$ cat config.mk
export PLATFORM = sky130hd
export DESIGN_NAME = logo_plotter
export DESIGN_NICKNAME = d
export VERILOG_FILES = /design/src/design/plot_pkg.sv /design/src/design/mtm_rom.sv /design/src/design/line_rasterizer.sv /design/src/design/logo_sequencer.sv /design/src/design/logo_plotter.sv
export SDC_FILE = /design/constraint.sdc
export NUM_CORES = 1
export LEC_CHECK = 0
export BUFFER_PORTS_ARGS = -buffer_cell sky130_fd_sc_hd__buf_4
export CORE_MARGIN = 2
export CORE_UTILIZATION = 45
export CTS_CLUSTER_DIAMETER = 150
export CTS_CLUSTER_SIZE = 16
export DETAILED_ROUTE_END_ITERATION = 8
export GPL_ROUTABILITY_DRIVEN = 1
export PLACE_DENSITY = 0.62
export SETUP_SLACK_MARGIN = 0.4
export SYNTH_ARGS = -nofsm -noshare
export SYNTH_HDL_FRONTEND = slang
export SYNTH_HIERARCHICAL = 1
export SYNTH_SLANG_ARGS = --single-unit
$ cat constraint.sdc
create_clock -name clk -period 5.49 [get_ports clk]
set_input_delay 0.549 -clock clk [delete_from_list [all_inputs] [get_ports clk]]
set_output_delay 0.549 -clock clk [all_outputs]
set_load 0.005 [all_outputs]
$ cat src/design/plot_pkg.sv
// Shared plotter types; coordinates are 8-bit unsigned, so the drawing area is 256 x 256.
package plot_pkg;

    localparam int coord_w = 8;  // matches the 8-bit x and y of the ROM.

    typedef logic [coord_w-1:0] coord_t;

    // one ROM word, packed as x, y, line, pos.
    typedef struct packed {
        coord_t x;
        coord_t y;
        logic   line;  // draw to this point.
        logic   pos;   // move without drawing.
    } vec_cmd_t;

    typedef struct packed {
        coord_t x;
        coord_t y;
    } pixel_t;

    typedef struct packed {
        pixel_t from;
        pixel_t to;
    } seg_t;

    // both flags set ends the program.
    typedef enum logic [1:0] {
        seq_idle,
        seq_fetch,
        seq_wait_line
    } seq_state_t;

    typedef enum logic {
        ras_idle,
        ras_step
    } ras_state_t;

endpackage

$ cat src/design/mtm_rom.sv
// Combinational logo ROM; any address past entry 65 reads as the end-of-program marker.
module mtm_rom #(
    parameter int addr_width = 7
) (
    input  logic [addr_width-1:0] addr,
    output plot_pkg::vec_cmd_t    data_out
);
    import plot_pkg::*;

    function automatic vec_cmd_t mv(input int unsigned x, input int unsigned y);
        mv = '{x: coord_t'(x), y: coord_t'(y), line: 1'b0, pos: 1'b1};
    endfunction

    function automatic vec_cmd_t ln(input int unsigned x, input int unsigned y);
        ln = '{x: coord_t'(x), y: coord_t'(y), line: 1'b1, pos: 1'b0};
    endfunction

    function automatic vec_cmd_t stop(input int unsigned x, input int unsigned y);
        stop = '{x: coord_t'(x), y: coord_t'(y), line: 1'b1, pos: 1'b1};
    endfunction

    always_comb begin
        unique case (addr)
            0:  data_out = mv(32, 98);  // small left ring.
            1:  data_out = ln(33, 94);
            2:  data_out = ln(35, 92);
            3:  data_out = ln(41, 92);
            4:  data_out = ln(44, 95);
            5:  data_out = ln(44, 101);
            6:  data_out = ln(41, 104);
            7:  data_out = ln(35, 104);
            8:  data_out = ln(32, 98);
            9:  data_out = mv(32, 173);  // main letter outline.
            10: data_out = ln(37, 175);
            11: data_out = ln(63, 175);
            12: data_out = ln(66, 172);
            13: data_out = ln(80, 128);
            14: data_out = ln(83, 125);
            15: data_out = ln(87, 126);
            16: data_out = ln(103, 172);
            17: data_out = ln(107, 175);
            18: data_out = ln(155, 175);
            19: data_out = ln(159, 170);
            20: data_out = ln(175, 126);
            21: data_out = ln(177, 125);
            22: data_out = ln(180, 128);
            23: data_out = ln(195, 172);
            24: data_out = ln(198, 175);
            25: data_out = ln(226, 175);
            26: data_out = ln(229, 172);
            27: data_out = ln(229, 167);
            28: data_out = ln(226, 163);
            29: data_out = ln(199, 163);
            30: data_out = ln(197, 161);
            31: data_out = ln(183, 116);
            32: data_out = ln(180, 113);
            33: data_out = ln(173, 113);
            34: data_out = ln(169, 118);
            35: data_out = ln(156, 160);
            36: data_out = ln(152, 163);
            37: data_out = ln(140, 163);
            38: data_out = ln(137, 160);
            39: data_out = ln(137, 95);
            40: data_out = ln(134, 92);
            41: data_out = ln(127, 92);
            42: data_out = ln(124, 95);
            43: data_out = ln(123, 160);
            44: data_out = ln(119, 163);
            45: data_out = ln(107, 163);
            46: data_out = ln(104, 157);
            47: data_out = ln(90, 117);
            48: data_out = ln(88, 113);
            49: data_out = ln(81, 113);
            50: data_out = ln(76, 118);
            51: data_out = ln(64, 160);
            52: data_out = ln(59, 163);
            53: data_out = ln(35, 163);
            54: data_out = ln(32, 167);
            55: data_out = ln(32, 173);
            56: data_out = mv(217, 99);  // small right ring.
            57: data_out = ln(220, 104);
            58: data_out = ln(225, 104);
            59: data_out = ln(228, 100);
            60: data_out = ln(229, 95);
            61: data_out = ln(226, 92);
            62: data_out = ln(219, 92);
            63: data_out = ln(217, 95);
            64: data_out = ln(217, 99);
            65: data_out = stop(217, 99);
            default: data_out = stop(0, 0);
        endcase
    end

endmodule

$ cat src/design/line_rasterizer.sv
// Bresenham engine; one pixel per cycle with no stall, start point excluded, zero-length segments not allowed.
module line_rasterizer (
    input  logic             clk,
    input  logic             rst,
    input  logic             line_start,
    input  plot_pkg::seg_t   seg,
    output logic             pixel_valid,
    output logic             line_done,
    output plot_pkg::pixel_t pixel
);
    import plot_pkg::*;

    localparam int dw = coord_w + 2;  // signed delta width.
    localparam int ew = coord_w + 4;  // error term, holds twice the delta.

    ras_state_t state;

    pixel_t cur;  // last emitted point.
    pixel_t end_pt;
    pixel_t org;
    logic signed [dw-1:0] dx;  // +|dx|.
    logic signed [dw-1:0] dy;  // -|dy|.
    logic sx_neg;
    logic sy_neg;
    logic signed [ew-1:0] err;

    logic signed [dw-1:0] dx_raw;
    logic signed [dw-1:0] dy_raw;
    logic signed [dw-1:0] adx;
    logic signed [dw-1:0] ady;
    logic signed [ew-1:0] dx_e;
    logic signed [ew-1:0] dy_e;
    logic signed [ew-1:0] e2;
    logic signed [ew-1:0] nxt_err;
    logic step_x;
    logic step_y;
    pixel_t nxt;

    // deltas of the incoming segment.
    always_comb begin
        dx_raw = $signed({2'b00, seg.to.x}) - $signed({2'b00, seg.from.x});
        dy_raw = $signed({2'b00, seg.to.y}) - $signed({2'b00, seg.from.y});
        adx = dx_raw[dw-1] ? -dx_raw : dx_raw;
        ady = dy_raw[dw-1] ? -dy_raw : dy_raw;
    end

    // one Bresenham step from cur.
    always_comb begin
        dx_e = dx;
        dy_e = dy;
        e2 = err <<< 1;
        step_x = (e2 >= dy_e);
        step_y = (e2 <= dx_e);
        nxt = cur;
        nxt_err = err;
        if (step_x) begin
            nxt.x = sx_neg ? cur.x - 1'b1 : cur.x + 1'b1;
            nxt_err = nxt_err + dy_e;
        end
        if (step_y) begin
            nxt.y = sy_neg ? cur.y - 1'b1 : cur.y + 1'b1;
            nxt_err = nxt_err + dx_e;
        end
    end

    assign pixel_valid = (state == ras_step);
    assign pixel       = nxt;
    assign line_done   = pixel_valid && (nxt == end_pt);

    always_ff @(posedge clk) begin
        if (rst) begin
            state <= ras_idle;
        end else begin
            unique case (state)
                ras_idle: if (line_start) state <= ras_step;
                ras_step: if (line_done) state <= ras_idle;
                default:  state <= ras_idle;
            endcase
        end
    end

    always_ff @(posedge clk) begin
        if (state == ras_idle && line_start) begin
            cur    <= seg.from;
            org    <= seg.from;
            end_pt <= seg.to;
            dx     <= adx;
            dy     <= -ady;
            sx_neg <= dx_raw[dw-1];
            sy_neg <= dy_raw[dw-1];
            err    <= adx - ady;
        end else if (state == ras_step) begin
            cur <= nxt;
            err <= nxt_err;
        end
    end

    // sequencer must wait for line_done before the next segment.
    a_no_start_in_step: assert property (
        @(posedge clk) disable iff (rst) (state == ras_step) |-> !line_start);

    a_pixel_in_box: assert property (
        @(posedge clk) disable iff (rst) pixel_valid |->
            ((pixel.x >= org.x && pixel.x <= end_pt.x) ||
             (pixel.x <= org.x && pixel.x >= end_pt.x)) &&
            ((pixel.y >= org.y && pixel.y <= end_pt.y) ||
             (pixel.y <= org.y && pixel.y >= end_pt.y)));

endmodule

$ cat src/design/logo_sequencer.sv
// Drawing program FSM; start honoured only in idle; done and line_start decode the current entry.
module logo_sequencer #(
    parameter int addr_width = 7
) (
    input  logic                  clk,
    input  logic                  rst,
    input  logic                  start,
    input  plot_pkg::vec_cmd_t    cmd,
    input  logic                  line_done,
    output logic [addr_width-1:0] addr,
    output plot_pkg::seg_t        seg,
    output logic                  line_start,
    output logic                  busy,
    output logic                  done
);
    import plot_pkg::*;

    seq_state_t state;
    pixel_t     pen;

    pixel_t target;
    logic   in_fetch;
    logic   is_end;
    logic   is_draw;
    logic   moves_pen;

    always_comb begin
        target    = '{x: cmd.x, y: cmd.y};
        in_fetch  = (state == seq_fetch);
        is_end    = cmd.line && cmd.pos;
        moves_pen = cmd.line || cmd.pos;
        is_draw   = cmd.line && !cmd.pos && (target != pen);  // zero length acts as a move.
    end

    always_comb begin
        seg        = '{from: pen, to: target};
        line_start = in_fetch && is_draw;
        done       = in_fetch && is_end;
        busy       = (state != seq_idle) && !done;  // low already in the done cycle.
    end

    always_ff @(posedge clk) begin
        if (rst) begin
            state <= seq_idle;
            addr  <= '0;
            pen   <= '0;
        end else begin
            unique case (state)
                seq_idle: begin
                    if (start) begin
                        state <= seq_fetch;
                        addr  <= '0;
                        pen   <= '0;
                    end
                end
                seq_fetch: begin
                    if (is_end) begin
                        state <= seq_idle;
                    end else begin
                        if (moves_pen) pen <= target;
                        if (is_draw) state <= seq_wait_line;
                        else addr <= addr + 1'b1;  // move or skip in one cycle.
                    end
                end
                seq_wait_line: begin
                    if (line_done) begin
                        state <= seq_fetch;
                        addr  <= addr + 1'b1;
                    end
                end
                default: state <= seq_idle;
            endcase
        end
    end

    // rasterizer finishes only a segment this FSM launched.
    a_line_done_in_wait: assert property (
        @(posedge clk) disable iff (rst) line_done |-> (state == seq_wait_line));

endmodule

$ cat src/design/logo_plotter.sv
// Plotter top; no back-pressure, so the consumer must accept one pixel every cycle while busy.
module logo_plotter #(
    parameter int addr_width = 7
) (
    input  logic             clk,
    input  logic             rst,
    input  logic             start,
    output logic             busy,
    output logic             pixel_valid,
    output plot_pkg::pixel_t pixel,
    output logic             done
);
    import plot_pkg::*;

    logic [addr_width-1:0] addr;
    vec_cmd_t              cmd;
    seg_t                  seg;
    logic                  line_start;
    logic                  line_done;

    mtm_rom #(
        .addr_width(addr_width)
    ) mtm_rom_i (
        .addr    (addr),
        .data_out(cmd)
    );

    logo_sequencer #(
        .addr_width(addr_width)
    ) logo_sequencer_i (
        .clk       (clk),
        .rst       (rst),
        .start     (start),
        .cmd       (cmd),
        .line_done (line_done),
        .addr      (addr),
        .seg       (seg),
        .line_start(line_start),
        .busy      (busy),
        .done      (done)
    );

    line_rasterizer line_rasterizer_i (
        .clk        (clk),
        .rst        (rst),
        .line_start (line_start),
        .seg        (seg),
        .pixel_valid(pixel_valid),
        .line_done  (line_done),
        .pixel      (pixel)
    );

endmodule

==> impl_metrics.ini <==
[setup_path]
slowest_stage = or4_1
path_max_fanout = 14
critPathArrivalTime_ns = 5.25
start_kind = register
crit_top_cell = ha_1
cpPeakStageDelay_ns = 0.41
r2r-start = logo_sequencer_i/addr[2]
critical_path_class = register to register
crit_chain = inv_2, ha_1, nand2b_1, a32o_1, a221o_1, nand2_1, ha_1, or3_1, o31a_1, a211oi_2, nand2b_4, nor2_1, nor2_1, xor2_1, ha_1, or2_2, o311a_1, or4_1, a22oi_1
crit_start = logo_sequencer_i/addr[2]
worstSetupEndpointType = register
required_ns = 5.69

[synthesis]
avgSynthCellArea_sq_um = 8.346
syn_inst = 1167
ys_seq_area_frac = 0.2539
ys.warnings.count = 6
yosysUniqueCellTypes = 98
synth_area_sq_mm = 0.009739
synth_edf_count = 65
async_flop_share = 0
synth_ff_type = edfxtp_1
ys_ff_latch = 91

[clock_tree]
htreeDepth = 3
cts_root_buf = clkbuf_16
cts_sinks = 91
cts_buffer_depth = 2
cts_tree = yes
numCtsBuffers = 9
clkSlewWorstSetupHoldPaths_ns = 0.07
clk_latency_ns = 0.36

[min_path]
timing.hold.worst.start = logo_sequencer_i/seg[21]
holdCritPathClass = register to register

[grt]
grt_pass1_wl_microns = 43680
grt_pass1_vias = 8292
grt_max_degree = 43
overflow = 0
antenna_found_initial = 0
gr-usage-all-layers = 0.2472

[routing]
viasPerCell = 5.740
drt_iter0_markers = 584
drc = 0
first_pass_iters = 5
routed_wl_microns = 27660
num_vias = 8564
ant_nets = 0
avgRoutedWirePerCell_microns = 18.54

[placed_design]
place_area_sq_mm = 0.01034
place.gp.congestion = 1.011
io_buffers = 21
dpl.hpwl_microns = 21260

[sta]
hold_viol = 0
finalSetupViolCount = 0
fmax_ghz = 0.1981
slew_headroom = 0.4189
period_share = 0.9194
tightest_slew_ns = 0.8716
rsz0062_at_grt = yes
drv_slew = 0
tns_ns = 0
layout_min_cycle_time_ns = 5.047
clock_skew_ns = 0.01182

[layout]
fin_nets = 1322
final_util = 0.5288
area_growth_pct = 14.86
fin_area_sq_mm = 0.01119
drive_gt1_frac = 0.1923
insertedDiodeCount = 0

[pwr]
p_leak_uw = 0.004455
p_total_uw = 3012
peakVddDrop_mv = 0.1930
cellPowerDensity_mw_per_mm2 = 269.2

[die]
start_util = 0.4604
num_rows = 53
pin_count = 22
die_h_microns = 151.1
core_area_sq_mm = 0.02115
die_area_sq_mm = 0.02284
die_width_microns = 151.1

[flow_run]
max-cap-violations = 0

[outcome]
status = finished clean
## worst max-delay path, delay by kind of cell (launching register included)
kind | cells | cell delay [ns]
AND/OR/NAND/NOR | 8 | 1.65
AO/OA/AOI/OAI | 6 | 1.31
adder cells (fa/ha/maj) | 3 | 1.02
flip-flops | 1 | 0.38
buffers and inverters | 1 | 0.27
XOR/XNOR | 1 | 0.26
## worst paths after layout
kind	end	slack (ns)	cells past startpoint
min	logo_sequencer_i/seg[21]	0.48	2
max reg2reg	line_rasterizer_i/err[10]	0.44	19
max	line_rasterizer_i/err[10]	0.44	19
min reg2reg	logo_sequencer_i/seg[21]	0.48	2
## where the power goes
part	internal (uW)	total (uW)	switching [uW]
clock	357	644	287
combinational	694	1560	870
sequential	781	804	22.8
total	1830	3010	1180
## metal layers
metal	wire, microns	track usage
met1	11850	0.3076
met2	13550	0.4282
met3	988	0.02289
met4	1267	0.1238
met5	0	0
## cell usage after synthesis, drive strengths merged, types with 8 or more instances
library cell / count / area, sq um
a211oi: 12 / 95.09
nor2: 103 / 399.1
buf: 44 / 321.6
nand2b: 22 / 145.1
xnor2: 57 / 499.2
nand3: 40 / 200.2
inv: 89 / 334.1
nor3: 21 / 115.1
o211ai: 13 / 97.59
mux2: 13 / 146.4
ha: 100 / 1251
a221o: 8 / 81.33
or2: 8 / 50.05
edfxtp: 65 / 1952
nor2b: 18 / 120.1
o21bai: 10 / 75.07
o21ai: 75 / 390.4
dfxtp: 26 / 520.5
nand2: 101 / 386.6
xor2: 41 / 366.6
a21o: 25 / 187.7
nand4: 9 / 56.30
a31oi: 11 / 75.07
clkbuf: 20 / 78.83
a21oi: 105 / 536.8
## through the flow
step	hold WS [ns]	instances	worst slack (ns)
finish	0.4841	1492	0.4426
global route	0.4987	1492	0.1496
CTS	0.4822	1471	0.4043
detailed placement	0.4727	1447	0.02833
global placement	0.4669	1447	0.1738
floorplan	0.4574	1168	0.3381
## cell families after synthesis
family | Yosys count | share of synthesized area
and+or+nand+nor | 354 | 0.1769
AOI/OAI and AO/OA | 338 | 0.2305
buffers and inverters | 154 | 0.07580
adders and majority gates | 107 | 0.1429
xor gates and xnor gates | 99 | 0.09121
DFF | 91 | 0.2539
muxes | 22 | 0.02813
other | 2 | 0.0007711
## sequential cells by signal (all words and copies together) (netlist names)
register and count:
line_rasterizer_i/cur 16, line_rasterizer_i/dx 10, line_rasterizer_i/dy 10, line_rasterizer_i/end_pt 16, line_rasterizer_i/err 11, line_rasterizer_i/pixel_valid 1, line_rasterizer_i/sx_neg 1, line_rasterizer_i/sy_neg 1
logo_sequencer_i/addr 7, logo_sequencer_i/seg 16, logo_sequencer_i/state 2
## cell usage in the layout, fill, tap and decap left out, drive strengths merged, types with 8 or more instances in the layout
master / instances
nor3: 21
o211ai: 13
nand2b: 22
a221o: 8
nand3: 40
a211oi: 12
ha: 100
xnor2: 57
xor2: 41
clkbuf: 9
mux2: 13
nand2: 101
nand4: 9
a21o: 25
or2: 8
o21ai: 75
edfxtp: 65
o21bai: 10
dfxtp: 26
inv: 93
nor2b: 18
buf: 97
nor2: 103
a21oi: 105
a31oi: 11
## what timing repair did
action                                  4_1_cts  5_1_grt
hold buffers                                  0        0
endpoints found under the hold margin         0        0
pin swaps                                     3       26
gates resized for setup                      22       54
endpoints found under the setup margin        6       12
buffers inserted                              8       21
## area by class of cell
type,instances,area (sq um)
Clock inverter,7,75.07
Timing Repair Buffer,97,797.0
Tap cell,275,344.1
Sequential cell,91,2484
Inverter,90,352.8
Multi-Input combinational cell,923,6909
Clock buffer,9,225.2
Fill cell,1950,9967
Power figures use the tool's default switching activity.
